`src/cortex_pkg.sv`:
```
// Shared constants for the audio analysis engine
// Referenced by scoped names from the RTL and the testbench
`default_nettype none

package cortex_pkg;

  // Local bus children, by block field of the address
  localparam int RST_BLK         = 0;
  localparam int CAPTURE_BLK     = 1;
  localparam int ENERGY_BLK      = 2;
  localparam int NUM_LB_CHILDREN = 3;

  // Bit 0 capture, bit 1 energy
  localparam int NUM_SOFT_RESETS = 2;

  // Register offsets inside each child
  localparam int REG_RST_VEC       = 0;
  localparam int REG_CAP_CTRL      = 0;
  localparam int REG_CAP_COUNT     = 1;
  localparam int REG_CAP_DROPS     = 2;
  localparam int REG_ENERGY_SUM    = 0;
  localparam int REG_ENERGY_FRAMES = 1;

  // Signed PCM sample
  localparam int PCM_SAMPLE_W = 16;

  // Read value for holes in the map
  localparam logic [31:0] DEFAULT_DATA_VAL = 32'hdeadbabe;

endpackage

`default_nettype wire

```
`src/lb_splitter.sv`:
```
// Local bus decoder for the cortex children
// Block field picks the child, responses are merged back combinationally
`timescale 1ns/1ps
`default_nettype none

module lb_splitter #(
  parameter int LB_DATA_W     = 32,
  parameter int LB_ADDR_W     = 16,
  parameter int LB_ADDR_BLK_W = 4
) (
  input  wire                                                  clk,
  input  wire                                                  rst_n,
  input  wire                                                  lb_wr_en,
  input  wire                                                  lb_rd_en,
  input  wire  [LB_ADDR_W-1:0]                                 lb_addr,
  input  wire  [LB_DATA_W-1:0]                                 lb_wr_data,
  output logic                                                 lb_wr_valid,
  output logic                                                 lb_rd_valid,
  output logic [LB_DATA_W-1:0]                                 lb_rd_data,
  output logic [cortex_pkg::NUM_LB_CHILDREN-1:0]               chld_lb_wr_en,
  output logic [cortex_pkg::NUM_LB_CHILDREN-1:0]               chld_lb_rd_en,
  output logic [LB_ADDR_W-LB_ADDR_BLK_W-1:0]                   chld_lb_addr,
  output logic [LB_DATA_W-1:0]                                 chld_lb_wr_data,
  input  wire  [cortex_pkg::NUM_LB_CHILDREN-1:0]               chld_lb_wr_valid,
  input  wire  [cortex_pkg::NUM_LB_CHILDREN-1:0]               chld_lb_rd_valid,
  input  wire  [cortex_pkg::NUM_LB_CHILDREN-1:0][LB_DATA_W-1:0] chld_lb_rd_data
);

  localparam int CHLD_ADDR_W = LB_ADDR_W - LB_ADDR_BLK_W;
  localparam int NUM_CHLD    = cortex_pkg::NUM_LB_CHILDREN;

  logic [LB_ADDR_BLK_W-1:0] blk_sel;
  logic                     blk_unmapped;
  logic                     miss_wr_valid;
  logic                     miss_rd_valid;

  // Top bits select the child
  assign blk_sel      = lb_addr[LB_ADDR_W-1 -: LB_ADDR_BLK_W];
  assign blk_unmapped = (blk_sel >= NUM_CHLD);

  // Offset and data go to every child
  assign chld_lb_addr    = lb_addr[CHLD_ADDR_W-1:0];
  assign chld_lb_wr_data = lb_wr_data;

  always_comb begin
    for (int i = 0; i < NUM_CHLD; i++) begin
      chld_lb_wr_en[i] = lb_wr_en && (blk_sel == i);
      chld_lb_rd_en[i] = lb_rd_en && (blk_sel == i);
    end
  end

  // Nobody home at this block, answer one cycle later ourselves
  always_ff @(posedge clk) begin
    if (!rst_n) begin
      miss_wr_valid <= 1'b0;
      miss_rd_valid <= 1'b0;
    end else begin
      miss_wr_valid <= lb_wr_en && blk_unmapped;
      miss_rd_valid <= lb_rd_en && blk_unmapped;
    end
  end

  assign lb_wr_valid = (|chld_lb_wr_valid) || miss_wr_valid;
  assign lb_rd_valid = (|chld_lb_rd_valid) || miss_rd_valid;

  // Single outstanding access, so at most one child responds
  always_comb begin
    lb_rd_data = LB_DATA_W'(cortex_pkg::DEFAULT_DATA_VAL);
    for (int i = 0; i < NUM_CHLD; i++) begin
      if (chld_lb_rd_valid[i]) begin
        lb_rd_data = chld_lb_rd_data[i];
      end
    end
  end

endmodule

`default_nettype wire

```
`config.mk`:
```
export PLATFORM = sky130hd
export DESIGN_NAME = lb_splitter
export DESIGN_NICKNAME = d
export VERILOG_FILES = /design/src/cortex_pkg.sv /design/src/lb_splitter.sv
export SDC_FILE = /design/constraint.sdc
export NUM_CORES = 1
export LEC_CHECK = 0
export BUFFER_PORTS_ARGS = -buffer_cell sky130_fd_sc_hd__buf_2
export CAP_MARGIN = 5
export CORE_AREA = 4 4 90 92
export DETAILED_ROUTE_END_ITERATION = 10
export DIE_AREA = 0 0 94 96
export PLACE_DENSITY = 0.69
export SLEW_MARGIN = 20
export SYNTH_ARGS = -nofsm -noshare
export SYNTH_HDL_FRONTEND = slang
export SYNTH_SLANG_ARGS = --single-unit
```
`constraint.sdc`:
```
create_clock -name clk -period 1.9 [get_ports clk]
set_input_delay 0.38 -clock clk [delete_from_list [all_inputs] [get_ports clk]]
set_output_delay 0.38 -clock clk [all_outputs]
set_load 0.005 [all_outputs]
```
After elaboration in Yosys (flattened, before gate mapping)
Cells that the tools add are included.
{"block": "classes", "magnitude_cmp": 1, "eq_ne": 2, "muxes": 3, "reduce_logical": 13}
{"cell": "$mux W32", "n": 3}
{"cell": "$logic_and A1 B1 Y1", "n": 8}
{"cell": "$reduce_or A3 Y1", "n": 2}
{"cell": "$eq A4 B1 Y1 const B", "n": 1}
{"cell": "$eq A4 B2 Y1 const B", "n": 1}
{"cell": "$ge A4 B2 Y1 const B", "n": 1}
{"cell": "$logic_not A4 Y1", "n": 1}
{"cell": "$logic_or A1 B1 Y1", "n": 2}
{"block": "totals", "regBits": 2, "inputBits": 154, "output_inout_bits": 84}

Logic depth before layout (Yosys ltp)
{"block": "logic_depth", "word_depth": 3, "mapped_depth": 4}

Worst setup path before layout
Ideal clock, no wire load.
{"block": "synth_timing", "kind": "in2out", "from": "input chld_lb_rd_valid[1] in the netlist's numbering", "to": "output lb_rd_valid", "t_arrival_ns": 1.007, "required_ns": 1.520, "setup_slack_ns": 0.513, "path_stages": 2, "path_buffers": 1, "path_cell_list": "buf_6 > or4_4"}
{"block": "synth_between", "elab_chain_cells": 2}
{"item": "start, declared", "line": "lb_splitter.sv:25", "source": "input wire [cortex_pkg::NUM_LB_CHILDREN-1:0] chld_lb_rd_valid,"}
{"item": "$reduce_or A3 Y1", "line": "lb_splitter.sv:64", "source": "assign lb_rd_valid = (|chld_lb_rd_valid) || miss_rd_valid;"}
{"item": "$logic_or A1 B1 Y1", "line": "lb_splitter.sv:64"}
{"item": "end, declared", "line": "lb_splitter.sv:18", "source": "output logic lb_rd_valid,"}
No other way between the ends.

Final worst setup path
{"block": "layout_timing", "from": "input chld_lb_rd_valid[0] in the netlist's numbering", "to": "output lb_rd_valid"}
Same word-level chain as after synthesis.

==> results.tsv <==
stage	metric	value	unit
final_layout	num_antenna_cells	0	
floorplanning	design.die.area	9020	um2
routing	drtAntennaViolNets	0	
timing	fin_crit	1740	ps
hold_path	min_path_type	in -> reg	
status	status	finished clean	
pwr	power.density	297	nW/um2
cts	numCtsBuffers	3	
routing	wl_per_cell	12.3	um
cts	cts_num_sinks	2	
timing	worst_slew_margin_rel	0.656	
placement	place.gp.congestion	0.733	
worst_setup_path	critical_path_start	chld_lb_rd_valid[0]	
pwr	p_leak	0.000938	uW
synth	synth_fp_nets	360	
floorplanning	row_count	31	
cts	cts_root_cell	sky130_fd_sc_hd__clkbuf_8	
floorplanning	floorplan.die.height	96	um
synth	ys_ff_latch	2	
timing	finalCritPeriodShare	0.917	
routing	initialDrtViolationCount	41	
placement	dp_worst_setup_slack	138	ps
placement	placed_cell_count	398	
timing	worst_max_slew_pin_slew	516	ps
synth	post_synth_num_cell_types	19	
worst_setup_path	cp_slowest_cell	sky130_fd_sc_hd__or4_4	
global_routing	vias_in_the_first_global_route	1659	
final_layout	fin_area	1900	um2
synth	synthTopCellsByCount	46 x sky130_fd_sc_hd__buf_4, 32 x sky130_fd_sc_hd__nor2b_1, 22 x sky130_fd_sc_hd__nand2_1, 22 x sky130_fd_sc_hd__nor3b_1, 22 x sky130_fd_sc_hd__o31ai_1	
synth	top_area_cells_in_the_synthesized_netlist	sky130_fd_sc_hd__buf_4 26%, sky130_fd_sc_hd__nor2b_1 15%, sky130_fd_sc_hd__nor3b_1 12%	
routing	viasPerCell	4.30	
global_routing	grt_pass1_wl	7200	um
worst_setup_path	max_stage_delay	570	ps
global_routing	groute.layer.met1.usage	0.0946	
synth	synth-warning-count	0	
timing	number_of_endpoints_failing_setup_at_the_final_stage	0	
floorplanning	floorplan.die.width	94	um
worst_setup_path	critical_path.startpoint_type	input pin	
floorplanning	floorplan.initialDensity	0.186	
cts	clk_path_buf_depth	2	
synth	register_area_share_after_synthesis	0.0298	
cts	cts_setup_buffers	0	
routing	drt_wl_total	4950	um
routing	drc	0	
final_layout	area.growth.synth_to_final	41.4	%
timing	layout_setup_ws	158	ps
cts	tritoncts_clock_tree	yes	
global_routing	grt.met3_usage	0.0297	
placement	post-dp-hpwl	4210	um
worst_setup_path	end_kind	primary output	
worst_setup_path	critical_path.most_common_cell	sky130_fd_sc_hd__buf_2	
routing	vias	1724	
final_layout	fin_nets	458	
synth	most_repeated_cell_in_the_gate_level_netlist_after_synthesis	sky130_fd_sc_hd__buf_4	
worst_setup_path	critPathArrivalTime	1360	ps
global_routing	grt_usage	0.0957	
synth	synthCells	206	
synth	synth_largest_type_area_fraction	0.257	
placement	io_buffers	149	
final_layout	stdcell_count	401	
synth	netlist.top_cell.by_area	sky130_fd_sc_hd__buf_4	
run	max_cap_violations	0	
worst_setup_path	crit_path_max_fanout	33	
cts	cts_hold_buffers	0	
cts	htree_num_levels	1	
timing	grt_setup_unrepaired	no	
cts	post_cts_resize_count	0	
routing	firstDrtPassIters	4	
floorplanning	io_pins	238	
timing	final_hold_viol_count	0	
synth	summed_instance_area_of_the_synthesized_netlist	1340	um2
pwr	ir_drop	161	uV
global_routing	globalRouteOverflowTotal	0	
worst_setup_path	crit_path_cell_trace	buf_2, or4_4, buf_2	
global_routing	grt_antenna_before_repair	0	
synth	synth_edf_count	0	
timing	timing.setup.tns	0	ps
worst_setup_path	timing.setup.critical_path_class	in -> out	
timing	fmaxAchievable	574	MHz
synth	synth-async-reset-ratio	0	
final_layout	drive_gt1_frac	0.523	
global_routing	grt_util_met2	0.183	
global_routing	grt_max_degree	41	
synth	synth.avg_cell_area	6.52	um2
final_layout	final.fill_count	803	
global_routing	grt_most_used_layer	met2	
worst_setup_path	crit_path_end	lb_rd_valid	
cts	cts.reportedPaths.clkPinSlew	30	ps
floorplanning	core	7210	um2
placement	dpl-instance-area	1860	um2
worst_setup_path	crit_required	1520	ps
timing	finalMaxSlewViolations	0	
synth	synth_top_flop_cell	sky130_fd_sc_hd__dfxtp_1	
==> metrics by stage <==
step                hold slack (ps)   util  power, uW
finish                          424  0.263        565
global placement                632  0.258        398
detailed placement              636  0.258        405
global route                    430  0.263        621
CTS                             418  0.263        577
floorplan                       536      -        283
==> routing by layer <==
layer,up-vias,part of all wire
met5,-,0
met1,750,0.33
met4,0,0.017
li1,857,-
met3,16,0.14
met2,101,0.52
==> worst min-delay path by stage <==
stage	startpoint	end	cells past startpoint
final	rst_n	miss_rd_valid	2
after global routing	rst_n	miss_wr_valid	2
after CTS	rst_n	miss_wr_valid	2
after detailed placement	rst_n	miss_wr_valid	2
after global placement	rst_n	miss_wr_valid	2
after floorplan	rst_n	miss_rd_valid	1
==> cells in the final DEF, fill, tap and decap left out, drive strengths merged <==
| master | count |
|---|---|
| a211oi | 1 |
| a21oi | 20 |
| and3b | 2 |
| buf | 154 |
| clkbuf | 3 |
| dfxtp | 2 |
| nand2 | 22 |
| nand2b | 2 |
| nand3b | 10 |
| nor2 | 4 |
| nor2b | 32 |
| nor3 | 2 |
| nor3b | 22 |
| o31ai | 22 |
| or3b | 2 |
| or4 | 2 |
==> kinds of logic after synthesis <==
| logic type | share of synthesized area |
|---|---|
| AO/OA/AOI/OAI | 0.203 |
| buffers and inverters | 0.310 |
| flip-flops | 0.0298 |
| AND/OR/NAND/NOR | 0.457 |
==> worst max-delay path, delay by kind of cell <==
kind / cells / cell delay [ps]
buf+inv: 2 / 410
simple gates: 1 / 570
==> final cells by class <==
| class | count | area (um2) | area share |
|---|---|---|---|
| sequential | 2 | 40.0 | 0.0211 |
| multi-input combinational | 143 | 887 | 0.467 |
| tap | 99 | 124 | 0.0652 |
| timing repair buffer | 154 | 808 | 0.425 |
| clock buffer | 3 | 41.3 | 0.0217 |
==> sequential cells by signal (all words and copies together), names as in the netlist <==
signal / flops
miss_rd_valid: 1
miss_wr_valid: 1
==> report_power, final <==
group | internal (uW) | total, uW | switching, uW
clock | 134 | 164 | 30.6
combinational | 201 | 356 | 154
sequential | 44.8 | 45.2 | 0.449
No activity file was read; power rests on OpenSTA's default activity.
