File: src/cortex_pkg.sv
// Shared constants for the audio analysis engine
// Referenced by scoped names from the RTL and the testbench
`default_nettype none

package cortex_pkg;

  // Local bus children, by block field of the address
  localparam int RST_BLK         = 0;
  localparam int CAPTURE_BLK     = 1;
  localparam int ENERGY_BLK      = 2;
  localparam int NUM_LB_CHILDREN = 3;

  // Bit 0 capture, bit 1 energy
  localparam int NUM_SOFT_RESETS = 2;

  // Register offsets inside each child
  localparam int REG_RST_VEC       = 0;
  localparam int REG_CAP_CTRL      = 0;
  localparam int REG_CAP_COUNT     = 1;
  localparam int REG_CAP_DROPS     = 2;
  localparam int REG_ENERGY_SUM    = 0;
  localparam int REG_ENERGY_FRAMES = 1;

  // Signed PCM sample
  localparam int PCM_SAMPLE_W = 16;

  // Read value for holes in the map
  localparam logic [31:0] DEFAULT_DATA_VAL = 32'hdeadbabe;

endpackage

`default_nettype wire

File: src/pcm_buffer.sv
// Ping-pong PCM frame memory between capture and energy
// Banks fill in turn and are handed out oldest first
`timescale 1ns/1ps
`default_nettype none

module pcm_buffer #(
  parameter int NUM_AUD_SAMPLES = 128
) (
  input  wire                                        clk,
  input  wire                                        rst_n,
  input  wire                                        pcm_wr_en,
  input  wire  signed [cortex_pkg::PCM_SAMPLE_W-1:0] pcm_wr_data,
  output logic                                       pcm_space,
  output logic                                       pcm_rdy,
  input  wire                                        pcm_rden,
  input  wire  [$clog2(NUM_AUD_SAMPLES)-1:0]         pcm_addr,
  output logic                                       pcm_rd_valid,
  output logic signed [cortex_pkg::PCM_SAMPLE_W-1:0] pcm_rdata,
  input  wire                                        pcm_done
);

  localparam int                IDX_W    = $clog2(NUM_AUD_SAMPLES);
  localparam logic [IDX_W-1:0] LAST_IDX = IDX_W'(NUM_AUD_SAMPLES - 1);

  logic signed [cortex_pkg::PCM_SAMPLE_W-1:0] mem [2*NUM_AUD_SAMPLES];

  logic             wr_bank;
  logic [IDX_W-1:0] wr_idx;
  logic             rd_bank;
  logic [1:0]       bank_full;
  logic             wr_accept;

  assign wr_accept = pcm_wr_en && !bank_full[wr_bank];

  // Look past a write that closes the current bank
  // so a back-to-back strobe sees the next bank's state
  assign pcm_space = (pcm_wr_en && (wr_idx == LAST_IDX)) ? !bank_full[!wr_bank]
                                                         : !bank_full[wr_bank];

  // Read pointer always sits on the oldest bank
  assign pcm_rdy = bank_full[rd_bank];

  // Bank select is the top address bit
  always_ff @(posedge clk) begin
    if (wr_accept) begin
      mem[{wr_bank, wr_idx}] <= pcm_wr_data;
    end
    pcm_rdata <= mem[{rd_bank, pcm_addr}];
  end

  always_ff @(posedge clk) begin
    if (!rst_n) begin
      wr_bank      <= 1'b0;
      wr_idx       <= '0;
      rd_bank      <= 1'b0;
      bank_full    <= '0;
      pcm_rd_valid <= 1'b0;
    end else begin
      pcm_rd_valid <= pcm_rden;
      if (wr_accept) begin
        // Index wraps on its own, frame is a power of two
        wr_idx <= wr_idx + 1'b1;
        if (wr_idx == LAST_IDX) begin
          bank_full[wr_bank] <= 1'b1;
          wr_bank            <= !wr_bank;
        end
      end
      // Consumer finished, free oldest bank
      if (pcm_done) begin
        bank_full[rd_bank] <= 1'b0;
        rd_bank            <= !rd_bank;
      end
    end
  end

endmodule

`default_nettype wire

File: config.mk
export PLATFORM = sky130hd
export DESIGN_NAME = pcm_buffer
export DESIGN_NICKNAME = d
export VERILOG_FILES = /design/src/cortex_pkg.sv /design/src/pcm_buffer.sv
export SDC_FILE = /design/constraint.sdc
export NUM_CORES = 2
export LEC_CHECK = 0
export BUFFER_PORTS_ARGS = -buffer_cell sky130_fd_sc_hd__buf_2
export CORE_MARGIN = 3
export CORE_UTILIZATION = 50
export CTS_BUF_LIST = sky130_fd_sc_hd__clkbuf_8
export DETAILED_ROUTE_END_ITERATION = 12
export GPL_TIMING_DRIVEN = 0
export PLACE_DENSITY = 0.72
export SYNTH_ARGS = -nofsm -noshare
export SYNTH_HDL_FRONTEND = slang
export SYNTH_SLANG_ARGS = --single-unit
File: constraint.sdc
create_clock -name clk -period 5.5 [get_ports clk]
set_clock_uncertainty 0.05 [all_clocks]
set_input_delay 0.275 -clock clk [delete_from_list [all_inputs] [get_ports clk]]
set_output_delay 0.275 -clock clk [all_outputs]
set_load 0.05 [all_outputs]
Yosys cells after proc, flatten, opt, wreduce, memory -nomap -nowiden
Memory sizes are Yosys's and may differ from the RTL's. A register that Yosys moved wholly into a read port is not among the register bits.
Cells that the tools add are included.
- add/subtract/negate cells: 1
- reductions and logical operators: 9
- order comparisons: 5
- bitwise operators: 3
- mux-type cells: 17
- eq/ne operators: 1
- operator list (cell ; number):
    1-bit two-way mux ; 11
    2-bit two-way mux ; 4
    7-bit by 1-bit adder with 7-bit output, second input constant ; 1
    7-bit == test, second input constant ; 1
    1-bit by 2-bit < comparator with 1-bit output, second input constant ; 3
    1-bit logical AND ; 4
    1-bit logical NOT ; 4
    2-bit AND ; 1
    1-bit demux with 1-bit select ; 2
    1-bit >= comparator, second input constant ; 2
    2-bit NOT ; 1
    2-bit bitwise OR ; 1
    2-bit AND reduction ; 1
- flip-flop bits (word level): 12
- memories: 1
- RAM bits: 4096
- input bits: 28
- logic and storage cells: 42
- memories (memory ; words ; width ; rd ports ; clocked after memory_dff ; wr ports ; RTL line ; text):
    mem ; 256 ; 16 ; 1 ; 1 ; 1 ; pcm_buffer.sv:25 ; logic signed [cortex_pkg::PCM_SAMPLE_W-1:0] mem [2*NUM_AUD_SAMPLES];

Longest topological paths before layout
- depth after elaboration: 10
- mapped depth: 12
- gate-level depth less buffers: 7

Worst setup path before layout
No wires, ideal clock.
- kind: flip-flop to flip-flop
- start point: register wr_idx[2]
- end point: register bank_full[0]
- setup slack: 2346 ps
- data arrival time: 3038 ps
- setup time: 66 ps
- cell stages (with the launch flop): 6
- cell sequence: dfxtp_1 > and2_1 > clkbuf_1 > nand3_1 > nor4_1 > o221a_2
- cells in the longest elaborated chain, start to end: 6
- ends and longest elaborated chain (item ; RTL line ; text):
    start: declaration ; pcm_buffer.sv:28 ; logic [IDX_W-1:0] wr_idx;
    start signal: assignment ; pcm_buffer.sv:62 ; wr_idx <= wr_idx + 1'b1;
    7-bit == test (*) ; pcm_buffer.sv:63 ; if (wr_idx == LAST_IDX) begin
    2-bit two-way mux (*) ; pcm_buffer.sv:63 ;
    2-bit two-way mux (*) ; pcm_buffer.sv:60 ; if (wr_accept) begin
    2-bit two-way mux (*) ; pcm_buffer.sv:52 ; if (!rst_n) begin
    2-bit AND (no source line) ; -- ;
    2-bit two-way mux (*) ; pcm_buffer.sv:69 ; if (pcm_done) begin
    end signal: assignment ; pcm_buffer.sv:56 ; bank_full <= '0;
    end signal: indexed assignment ; pcm_buffer.sv:64 ; bank_full[wr_bank] <= 1'b1;
    end signal: indexed assignment ; pcm_buffer.sv:70 ; bank_full[rd_bank] <= 1'b0;
    end: declaration ; pcm_buffer.sv:30 ; logic [1:0] bank_full;
Mark *: on every way between the ends. The rest lies on a longest branch, timed or not. The select of a mux whose other input is x is not followed.
A chain may end at the register's enable or synchronous reset.

==> flow_metrics.env <==
export IMPL_ys_ff_latch=4124
export IMPL_r2r_end="mem[101][6]"
export IMPL_avgRoutedWirePerCell_um=40.8
export IMPL_ctsHoldBuffers=24
export IMPL_ys_top_cells_by_count="edfxtp_1 (4096), mux4_2 (752), mux2i_1 (561)"
export IMPL_ios=47
export IMPL_drive_gt1_frac=0.271
export IMPL_num_rows=206
export IMPL_slew_violations=92
export IMPL_dpl_cell_area_um2=171000
export IMPL_fin_area_um2=182000
export IMPL_synth_edf_count=4096
export IMPL_setup_violations=0
export IMPL_drcViolationCount=1
export IMPL_crit_required_ps=6380
export IMPL_post_cts_resized=0
export IMPL_clock_fmax_mhz=187
export IMPL_cp_startpoint="pcm_addr[2]"
export IMPL_gr_total_overflow=0
export IMPL_antenna_left=0
export IMPL_clockBufferDepth=4
export IMPL_grt_setup_unrepaired="no"
export IMPL_cts_buffers_inserted=632
export IMPL_io_buffers=44
export IMPL_synthFlopType="edfxtp_1"
export IMPL_crit_path_frequent_cell="buf_2"
export IMPL_synthTopCellsByArea="edfxtp_1 (77%), mux4_2 (11%), mux2i_1 (3.5%)"
export IMPL_reg2reg_depth=8
export IMPL_dieArea_um2=326000
export IMPL_r2r_setup_slack_ps=450
export IMPL_first_iter_violations=16940
export IMPL_grt_max_degree=162
export IMPL_setup_ws_ps=150
export IMPL_min_path_cells=4
export IMPL_relSlewSlack=-0.0925
export IMPL_synth_largest_area_cell="edfxtp_1"
export IMPL_post_cts_buffers=0
export IMPL_worstSetupPathType="in2reg"
export IMPL_hold_class="in2reg"
export IMPL_die_h_um=571
export IMPL_syn_cell_area_um2=160000
export IMPL_num_vias=90007
export IMPL_holdWs_ps=112
export IMPL_drt_vias_per_instance=6.87
export IMPL_core_area_um2=317000
export IMPL_setup_worst_path_end="pcm_rdata[5]"
export IMPL_synth_area_per_cell_um2=21.4
export IMPL_cts_reportedPaths_clkPinSlew_ps=60
export IMPL_fp_dieW_um=571
export IMPL_nets=8467
export IMPL_yosysMostFrequentCell="edfxtp_1"
export IMPL_cp_slowest_cell="buf_1"
export IMPL_violations="design-rule violations, max-capacitance violations, max-slew violations"
export IMPL_synth_distinct_cells=71
export IMPL_start_kind="primary input"
export IMPL_critPathCaptureType="register"
export IMPL_crit_chain="buf_2 -> buf_2 -> buf_1 -> clkbuf_1 -> clkbuf_2 -> a21oi_1 -> nor3_1 -> o22ai_1 -> nor4b_2"
export IMPL_syn_inst=7472
export IMPL_antenna_found_initial=45
export IMPL_synth_fp_nets=7504
export IMPL_path_max_fanout=10
export IMPL_worst_ir_drop_vdd_mv=0.289
export IMPL_yosysSeqAreaShare=0.774
export IMPL_hold_viol_final=0
export IMPL_clock_sinks=4124
export IMPL_cp_arrival_ps=6230
export IMPL_cts_tree="done"
export IMPL_max_cap_viol_count=10
export IMPL_netlist_area_leader_share=0.770
export IMPL_first_global_vias=86506
export IMPL_grt_total_usage=0.325
export IMPL_r2r_start="wr_bank"
export IMPL_clock_latency_ps=1140
export IMPL_period_minus_slack_ps=5350
export IMPL_dpl_hpwl_um=358000
export IMPL_worst_pin_slew_ps=1640
export IMPL_max_stage_delay_ps=1190
export IMPL_drt_total_wl_um=534000
export IMPL_root_buffer="clkbuf_8"
export IMPL_async_flop_share=0
export IMPL_grt_pass1_wl_um=717000
export IMPL_place_congestion=1.03
export IMPL_syn_to_final_growth_pct=14.0
export IMPL_pwr_density_cell_nw_per_um2=341
export IMPL_htree_num_levels=6
export IMPL_setup_tns_ps=0
export IMPL_initial_core_util=0.505
export IMPL_p_leak_uw=0.0585
export IMPL_firstDrtPassIters=13
export IMPL_run_status="finished with violations"
export IMPL_dp_worst_setup_slack_ps=-485
export IMPL_synth_warnings=0
export IMPL_fin_crit_sh=0.973
[state kept, by name, indices dropped and copies added (netlist names)]
register and flops:
wr_idx 7, pcm_rd_valid 1, pcm_rdata 16, bank_full 2
mem 4096, wr_bank 1, rd_bank 1
[cells in the final DEF (no fill, tap or decap), drive strengths merged, types with 24 or more instances in the layout]
cell         count
edfxtp        4096
clkbuf         844
mux4           791
mux2i          561
buf            558
nor2           338
inv            225
o221ai         211
clkinv         210
o22ai          172
a21oi          156
nor3           122
nand2           90
mux2            62
a221oi          54
a22oi           52
o21ai           52
nand3           31
dfxtp           28
nor4            27
diode           25
a22o            24
dlygate4sd3     24
[metal layers]
metal  routed length (um)  global-route usage
met1               173000               0.411
met2               229000               0.462
met3                85100               0.124
met4                46500               0.230
met5                  138                   0
[per-stage QoR]
step | total power (uW) | util | cells
after CTS | 61900 | 0.575 | 13069
after detailed placement | 39100 | 0.539 | 11936
after floorplan | 37100 | - | 7472
after global placement | 39100 | 0.522 | 11676
after global routing | 63500 | 0.575 | 13076
final | 62100 | 0.575 | 13095
[cell families after synthesis]
| kind of cell | after synthesis | share of synthesized area |
|---|---|---|
| flops | 4124 | 0.774 |
| fa+ha+maj | 4 | 0.000313 |
| xor+xnor | 7 | 0.000384 |
| compound gates | 786 | 0.0353 |
| simple gates | 683 | 0.0192 |
| mux | 1414 | 0.152 |
| buf+inv | 454 | 0.0192 |
[power breakdown]
group          total [uW]  internal [uW]  switching [uW]
sequential          34600          34600            16.2
clock               23400          11400           12000
combinational        4070           1150            2920
[cell type report]
class	instances	area [um2]
buffer	447	3080
clock buffer	650	8950
inverter	7	26.3
tap	4160	5200
clock inverter	459	2250
sequential	4124	124000
antenna	25	62.6
timing repair buffer	329	5140
multi-input combinational	2894	33800
fill	22397	134000
[worst max-delay path: cells and delay by family]
kind                   cells  cell delay (ps)
AO/OA/AOI/OAI              2              650
AND/OR/NAND/NOR            2             1670
buffers and inverters      5             3590
[how the worst min path moves through the flow]
stage,end,start,slack (ps)
after CTS,rd_bank,pcm_done,70
after global placement,pcm_rd_valid,pcm_rden,440
after floorplan,mem[0][0],pcm_wr_data[0],320
final,rd_bank,pcm_done,110
after detailed placement,pcm_rd_valid,pcm_rden,430
after global routing,rd_bank,pcm_done,120
Note: power is estimated with default switching activity, not from simulation.
