### src/cortex_pkg.sv
// Shared constants for the audio analysis engine
// Referenced by scoped names from the RTL and the testbench
`default_nettype none

package cortex_pkg;

  // Local bus children, by block field of the address
  localparam int RST_BLK         = 0;
  localparam int CAPTURE_BLK     = 1;
  localparam int ENERGY_BLK      = 2;
  localparam int NUM_LB_CHILDREN = 3;

  // Bit 0 capture, bit 1 energy
  localparam int NUM_SOFT_RESETS = 2;

  // Register offsets inside each child
  localparam int REG_RST_VEC       = 0;
  localparam int REG_CAP_CTRL      = 0;
  localparam int REG_CAP_COUNT     = 1;
  localparam int REG_CAP_DROPS     = 2;
  localparam int REG_ENERGY_SUM    = 0;
  localparam int REG_ENERGY_FRAMES = 1;

  // Signed PCM sample
  localparam int PCM_SAMPLE_W = 16;

  // Read value for holes in the map
  localparam logic [31:0] DEFAULT_DATA_VAL = 32'hdeadbabe;

endpackage

`default_nettype wire

### src/pcm_capture.sv
// PCM sample producer
// Accepts strobed samples while enabled, writes them to the frame buffer
// and counts accepted and dropped samples for software
`timescale 1ns/1ps
`default_nettype none

module pcm_capture #(
  parameter int LB_DATA_W     = 32,
  parameter int LB_ADDR_W     = 16,
  parameter int LB_ADDR_BLK_W = 4
) (
  input  wire                                        clk,
  input  wire                                        rst_n,
  input  wire                                        lb_wr_en,
  input  wire                                        lb_rd_en,
  input  wire  [LB_ADDR_W-LB_ADDR_BLK_W-1:0]         lb_addr,
  input  wire  [LB_DATA_W-1:0]                       lb_wr_data,
  output logic                                       lb_wr_valid,
  output logic                                       lb_rd_valid,
  output logic [LB_DATA_W-1:0]                       lb_rd_data,
  input  wire                                        aud_sample_valid,
  input  wire  signed [cortex_pkg::PCM_SAMPLE_W-1:0] aud_sample,
  input  wire                                        pcm_space,
  output logic                                       pcm_wr_en,
  output logic signed [cortex_pkg::PCM_SAMPLE_W-1:0] pcm_wr_data
);

  logic                 cap_en;
  logic [LB_DATA_W-1:0] sample_count;
  logic [LB_DATA_W-1:0] drop_count;
  logic                 take_sample;
  logic                 drop_sample;

  // Space is sampled with the strobe
  assign take_sample = aud_sample_valid && cap_en && pcm_space;
  assign drop_sample = aud_sample_valid && cap_en && !pcm_space;

  always_ff @(posedge clk) begin
    if (!rst_n) begin
      cap_en       <= 1'b0;
      sample_count <= '0;
      drop_count   <= '0;
      pcm_wr_en    <= 1'b0;
      lb_wr_valid  <= 1'b0;
      lb_rd_valid  <= 1'b0;
      lb_rd_data   <= '0;
    end else begin
      // Buffer write and counters on one edge
      pcm_wr_en <= take_sample;
      if (take_sample) begin
        sample_count <= sample_count + 1'b1;
      end
      if (drop_sample) begin
        drop_count <= drop_count + 1'b1;
      end

      // Only CTRL is writable, counters ack and ignore
      lb_wr_valid <= lb_wr_en;
      lb_rd_valid <= lb_rd_en;
      if (lb_wr_en && (lb_addr == cortex_pkg::REG_CAP_CTRL)) begin
        cap_en <= lb_wr_data[0];
      end
      case (lb_addr)
        cortex_pkg::REG_CAP_CTRL:  lb_rd_data <= LB_DATA_W'(cap_en);
        cortex_pkg::REG_CAP_COUNT: lb_rd_data <= sample_count;
        cortex_pkg::REG_CAP_DROPS: lb_rd_data <= drop_count;
        default:                   lb_rd_data <= LB_DATA_W'(cortex_pkg::DEFAULT_DATA_VAL);
      endcase
    end
  end

  // Sample payload
  always_ff @(posedge clk) begin
    if (take_sample) begin
      pcm_wr_data <= aud_sample;
    end
  end

endmodule

`default_nettype wire

### config.mk
export PLATFORM = sky130hd
export DESIGN_NAME = pcm_capture
export DESIGN_NICKNAME = d
export VERILOG_FILES = /design/src/cortex_pkg.sv /design/src/pcm_capture.sv
export SDC_FILE = /design/constraint.sdc
export NUM_CORES = 1
export LEC_CHECK = 0
export BUFFER_PORTS_ARGS = -buffer_cell sky130_fd_sc_hd__buf_2
export CORE_MARGIN = 1
export CORE_UTILIZATION = 45
export DETAILED_ROUTE_END_ITERATION = 16
export MAX_ROUTING_LAYER = met4
export PLACE_DENSITY = 0.81
export SYNTH_ARGS = -nofsm -noshare
export SYNTH_HDL_FRONTEND = slang
export SYNTH_SLANG_ARGS = --single-unit
export TNS_END_PERCENT = 50
### constraint.sdc
create_clock -name clk -period 2.9 [get_ports clk]
set_input_delay 0.29 -clock clk [delete_from_list [all_inputs] [get_ports clk]]
set_output_delay 0.29 -clock clk [all_outputs]
set_load 0.01 [all_outputs]
==> Word-level counts from Yosys, hierarchy flattened <==
Index checks and enable logic that the tools add are counted.
{ "op_classes": {"eq_ne": 2, "n_reduce_logical": 6, "muxes": 1, "addsub": 2} }
{ "ops": {"columns": ["op", "count"], "rows": [
  ["32-bit one-hot mux with 3 select lines", 1],
  ["32-bit by 1-bit adder with 32-bit output, second input constant", 2],
  ["12-bit by 1-bit equality test with 1-bit output, second input constant", 1],
  ["12-bit by 2-bit equality test with 1-bit output, second input constant", 1],
  ["12-bit logical NOT", 1],
  ["1-bit logical AND", 4],
  ["1-bit logical NOT", 1]
]} }
{ "totals": {"elab_cells": 19, "register_bits": 116} }

==> Longest topological paths before layout <==
Gate-level depths: netlist of run 1.
{ "depth": {"ltp_word": 2, "depth_mapped": 7, "mapped_depth_nobuf": 5} }

==> Worst setup path after synthesis of run 1 <==
OpenSTA, ideal clock, no wires.
{ "synth_path": {"kind": "register -> register", "from": "register cap_en", "to": "register drop_count[29]", "path_stages_with_launch": 7, "period_less_slack_ns": 1.945, "path_slack_ns": 0.955, "arrival_ns": 1.875, "path_cell_list": "dfxtp_1 -> nand4b_1 -> buf_2 -> or4_1 -> buf_2 -> or4_1 -> a21oi_1"} }
{ "synth_via": {"elab_chain_len": 2} }
{ "synth_rtl": {"columns": ["item", "line", "rtl"], "rows": [
  ["start, declared", "pcm_capture.sv:28", "logic cap_en;"],
  ["start signal, assigned", "pcm_capture.sv:61", "cap_en <= lb_wr_data[0];"],
  ["1-bit logical AND (2 in series)", "pcm_capture.sv:36", "assign drop_sample = aud_sample_valid && cap_en && !pcm_space;"],
  ["end signal, assigned", "pcm_capture.sv:54", "drop_count <= drop_count + 1'b1;"],
  ["end, declared", "pcm_capture.sv:30", "logic [LB_DATA_W-1:0] drop_count;"]
]} }
Every way passes these cells.
A chain may end at the register's enable or synchronous reset.

==> Worst setup path in the final report of run 1 <==
{ "layout_path": {"from": "register drop_count[0]", "to": "register drop_count[26]"} }
{ "layout_via": {"elab_chain_len": 1} }
{ "layout_rtl": {"columns": ["item", "line"], "rows": [
  ["32-bit by 1-bit adder with 32-bit output", "pcm_capture.sv:54"]
]} }
Every way passes these cells.

==> flow_summary.ini, run 1 <==
[route]
drt-wirelength-per-cell_um = 16.0
viasPerCell = 5.76
drc_errors = 0
wl_um = 13000
route.met3.wl_um = 764
wl_met2_um = 6560
drt-met1-wl_um = 5450
postRouteAntennaNets = 0
dr.pass1.iters = 7
topRoutingLayerUsed = met4
drtIter0Drc = 378
num_vias = 4675

[critical_path]
cp_slowest_cell = or4_1
path_class = flip-flop to flip-flop
critPathArrivalTime_ns = 2.89
max_stage_delay_ns = 0.74
cp_max_fo = 18
crit_top_cell = or4_1
path_delay_family = simple AND/OR/NAND/NOR gates
worst_setup_path_start_kind = flip-flop
worstSetupEndpointType = flip-flop
cp_cell_sequence = ha_1, nand3_1, or4_1, or4_1, a21oi_1
crit_buf_inv = 0
crit_required_ns = 3.34

[synth]
synth.ff_latch_count = 116
synth_top_area_frac = 0.405
synth_cell_type_count = 33
syn_avg_cell_area_um2 = 8.64
synthCells = 572
synth_area_leader_cell = dfxtp_1
synth_fp_nets = 640
netlist_area_mm2 = 0.00494
yosys_warnings = 0
seq_area_frac_synth = 0.503
synth_area_leaders = dfxtp_1, edfxtp_1, nor2_1

[global_routing]
overflow = 0
grt_first_pass_wirelength_um = 21300
antenna_found_initial = 0
grt.total_usage = 0.245
grt_pass1_vias = 4462
grt_max_degree = 86

[final_layout]
mostFrequentLayoutCells = nor2_1, dfxtp_1, buf_2, a21oi_1, or4_1
diodes = 0
finish.utilization = 0.596
drive_above_1_share = 0.186
nets = 731
final_common_cell = nor2_1
multi_input_area_mm2 = 0.00227
area_delta_synth_final_pct = 26.2
seq_area_mm2 = 0.00248
fillers = 893

[timing]
setup_viol = 0
period_share = 0.844
finalHoldViolations = 0
setup_tns_ns = 0
clock_skew_ns = 0.00603
max_freq_ghz = 0.409
worst_pin_slew_ns = 0.877
final.min_clock_period_ns = 2.45
slew-limit-headroom = 0.416
final_max_slew_viol_count = 0
rsz0062_at_grt = false

[die]
initial_core_util = 0.472
die_w_um = 107
die_height_um = 107
dieArea_mm2 = 0.0114
io_pins = 117
row_count = 37
core_mm2 = 0.0105

[clock_tree]
post_cts_buffers = 0
cts_made_buffers = 17
cts.sinks = 116
clock_tree.buffer_depth = 2
h-tree-depth = 4
root_buffer = clkbuf_8
clk_pin_slew_ns = 0.06
cts_tree = built
clock_latency_ns = 0.52

[job]
max_cap_viol_count = 0

[place]
place.gp.congestion = 0.883
place_hpwl_um = 8160
port_buffers = 85

[power_and_ir_drop]
fin_total_pwr_uw = 4000
static-leakage-power_uw = 0.00228
worst_ir_drop_vdd_mv = 0.427
p_per_area_mw_per_mm2 = 641

[worst_hold_path]
hp-class = input pin to flip-flop

[run_status]
outcome = completed
layer usage:
layer | up-vias | global-route usage
met1 | 2227 | 0.292
met5 | - | -
li1 | 2238 | -
met2 | 189 | 0.397
met4 | 0 | 0.113
met3 | 21 | 0.0547
logic make-up after synthesis:
logic type	after synthesis	share of synthesized area
DFF	116	0.503
adders and majority gates	2	0.00507
xor gates and xnor gates	20	0.0355
buffers and inverters	48	0.0375
AOI/OAI and AO/OA	112	0.131
muxes	6	0.0122
and+or+nand+nor	268	0.276
final timing paths:
check / depth (start not counted) / from / end / slack [ns]
max: 5 / drop_count[0] / drop_count[26] / 0.45
min: 3 / lb_wr_data[0] / cap_en / 0.05
max reg2reg: 5 / drop_count[0] / drop_count[26] / 0.45
min reg2reg: 2 / drop_count[31] / drop_count[31] / 0.47
cell type report:
class | count | share of cell area
Tap cell | 136 | 0.0273
Clock buffer | 17 | 0.0664
Timing Repair Buffer | 109 | 0.104
Inverter | 11 | 0.00662
Clock inverter | 15 | 0.0329
Sequential cell | 116 | 0.398
Multi-Input combinational cell | 408 | 0.364
sequential cells by signal (all words and copies together), names as in the netlist:
register      flops
sample_count     32
lb_rd_valid       1
drop_count       32
pcm_wr_data      16
lb_rd_data       32
lb_wr_valid       1
pcm_wr_en         1
cap_en            1
where the power goes:
group / internal [uW] / total, uW / switching (uW)
clock: 1400 / 2190 / 790
combinational: 63.1 / 152 / 88.7
sequential: 1650 / 1650 / 4.83
synthesized netlist by cell type:
cell	n
xnor2_1	12
nor4_1	7
a22oi_1	9
a21oi_1	63
nand2b_1	2
ha_1	2
clkbuf_1	24
buf_1	9
or2_2	1
buf_2	4
and3_1	3
o31ai_1	26
inv_1	11
nor2b_1	2
nand4b_1	1
nand3_1	19
nor2_1	123
nand4_1	19
and3b_1	1
mux2i_1	6
nand4_2	2
and4_1	8
or4_1	31
nand2_1	22
dfxtp_1	100
and2_1	5
o21ai_0	14
xor2_1	8
edfxtp_1	16
and4b_1	1
nor3b_1	1
or3_1	14
nor3_1	6
per-stage QoR:
stage / setup slack, ns / instance area, um2 / hold slack, ns / instances
after global placement: 0.604 / 5440 / 0.452 / 762
after CTS: 0.500 / 6240 / 0.0331 / 812
final: 0.453 / 6240 / 0.0463 / 812
after detailed placement: 0.521 / 5440 / 0.463 / 762
after floorplan: 0.955 / 4940 / 0.389 / 572
after global routing: 0.339 / 6240 / 0.0476 / 812
worst min-delay path: cells and delay by family:
| family | cells | cell delay [ns] |
|---|---|---|
| mux | 1 | 0.06 |
| simple gates | 1 | 0.09 |
| buf+inv | 1 | 0.08 |
what timing repair did:
action                     in CTS  in global routing
hold endpoints to repair       18                  0
hold buffers                   18                  0
setup endpoints to repair       0                  0
gates resized for setup         0                  0
No activity file was read; power rests on OpenSTA's default activity.
==> run 2, diff against run 1 <==
Settings changed: PLACE_DENSITY 0.81 to 0.83.
Clock period 2.9 ns to 2.1 ns, I/O delays scaled along.
==> run 2 against run 1 <==
Net effect: critical path depth is 1 higher; cell count is 3.8% higher; combinational power rose by 50%; register-to-register slack got worse by 0.40 ns; clock-buffer cell count unchanged; routed wire length rose by 4.7%; critical path type unchanged; largest power group unchanged.
==> flow_summary.ini, run 2 (synthesized netlist as in run 1, its figures left out) <==
[timing]
layout_setup_ws_ns = 0.0540
clock_skew_ns = 0.00600
worst_pin_slew_ns = 0.723
slew-limit-headroom = 0.513
max_freq_ghz = 0.489
final_max_slew_viol_count = 0
setup_viol = 0
finalHoldViolations = 0
period_share = 0.974
final.min_clock_period_ns = 2.05

[route]
drt-wirelength-per-cell_um = 16.2
dr.pass1.iters = 5
viasPerCell = 5.84
num_vias = 4923
drtIter0Drc = 415
drc_errors = 0
wl_um = 13600
postRouteAntennaNets = 0

[clock_tree]
root_buffer = clkbuf_8
cts.sinks = 116
cts_tree = built
clock_latency_ns = 0.52
h-tree-depth = 4
clock_tree.buffer_depth = 2
cts_made_buffers = 17
clk_pin_slew_ns = 0.06

[die]
die_height_um = 107
io_pins = 117
dieArea_mm2 = 0.0114
core_mm2 = 0.0105
row_count = 37
initial_core_util = 0.472
die_w_um = 107

[final_layout]
diodes = 0
final_common_cell = nor2_1
seq_area_mm2 = 0.00248
fillers = 855
finish.utilization = 0.623
multi_input_area_mm2 = 0.00230
drive_above_1_share = 0.232
reg.largest.list = drop_count x32, lb_rd_data x32, sample_count x32
area_delta_synth_final_pct = 32.0
nets = 762
mostFrequentLayoutCells = nor2_1, dfxtp_1, buf_2, a21oi_1, buf_4

[global_routing]
antenna_found_initial = 0
grt_pass1_vias = 4618
grt_max_degree = 86
grt_first_pass_wirelength_um = 21600
overflow = 0
grt.total_usage = 0.248

[power_and_ir_drop]
p_per_area_mw_per_mm2 = 846
worst_ir_drop_vdd_mv = 0.488
static-leakage-power_uw = 0.00245

[critical_path]
max_stage_delay_ns = 0.57
path_class = flip-flop to flip-flop
cp_cell_sequence = buf_4, nand4_1, or4_1, buf_6, or4_1, a21oi_1
path_delay_family = simple AND/OR/NAND/NOR gates
crit_buf_inv = 2
cp_slowest_cell = or4_1
critPathArrivalTime_ns = 2.49
crit_required_ns = 2.54
cp_max_fo = 17
worstSetupEndpointType = flip-flop
crit_top_cell = or4_1
worst_setup_path_start_kind = flip-flop

[place]
pre_cts_slack_ns = -0.0867
port_buffers = 85
place_hpwl_um = 8440
place.gp.congestion = 0.878

[worst_hold_path]
hp-class = input pin to flip-flop

[job]
max_cap_viol_count = 0

[run_status]
outcome = completed
run 2: cell count changes in the layout (fill, tap and decap cells not counted), moves of 2 or more:
| cell | previous run | this run |
|---|---|---|
| a21oi_1 | 63 | 61 |
| a21oi_2 | 0 | 2 |
| buf_6 | 0 | 2 |
| or4_4 | 0 | 5 |
| buf_4 | 6 | 33 |
| or4_1 | 31 | 26 |
run 2: cell type report:
type                    instances  share of cell area
clock buffers                  17              0.0635
clock inverters                15              0.0315
inverters                      11             0.00633
multi-input cells             408               0.353
flip-flops and latches        116               0.381
well taps                     136              0.0261
repair buffers                140               0.139
run 2: worst paths after layout:
path | depth (start not counted) | startpoint | slack [ns] | end
min reg2reg | 2 | sample_count[31] | 0.48 | sample_count[31]
max reg2reg | 6 | drop_count[0] | 0.05 | drop_count[27]
min | 3 | rst_n | 0.05 | sample_count[31]
max | 6 | drop_count[0] | 0.05 | drop_count[27]
run 2: where the power goes:
group	internal (uW)	switching, uW
clock	1930	1080
combinational	95.6	132
sequential	2270	6.06
run 2: worst reg2reg max path: cells and delay by family (launching register included):
kind                   cells  cell delay [ns]
AO/OA/AOI/OAI              1             0.16
buffers and inverters      2             0.31
flip-flops                 1             0.35
AND/OR/NAND/NOR            3             1.16
run 2: timing repair:
item,4_1_cts,5_1_grt
endpoints found under the setup margin,8,20
pin swaps,2,1
resized for setup,1,9
hold endpoints to repair,19,0
setup buffers,0,2
hold buffers,19,0
gates cloned,0,0
run 2: layer usage:
layer / vias up / GRT usage / part of all wire
li1: 2313 / - / -
met1: 2313 / 0.281 / 0.39
met2: 248 / 0.415 / 0.50
met3: 49 / 0.0529 / 0.071
met4: 0 / 0.124 / 0.035
met5: - / - / 0
run 2: stage by stage:
| stage | instances | hold WS [ns] | setup TNS [ns] | total power (uW) | cell area (um2) |
|---|---|---|---|---|---|
| 6_report | 843 | 0.0491 | 0 | 5520 | 6520 |
| 5_1_grt | 843 | 0.0654 | -0.0355 | 5650 | 6520 |
| 4_1_cts | 841 | 0.0412 | 0 | 5540 | 6470 |
| 3_5_place_dp | 790 | 0.388 | -0.484 | 2520 | 5660 |
| 3_3_place_gp | 790 | 0.388 | -0.0737 | 2510 | 5660 |
| 2_1_floorplan | 572 | 0.309 | 0 | 2430 | 4940 |
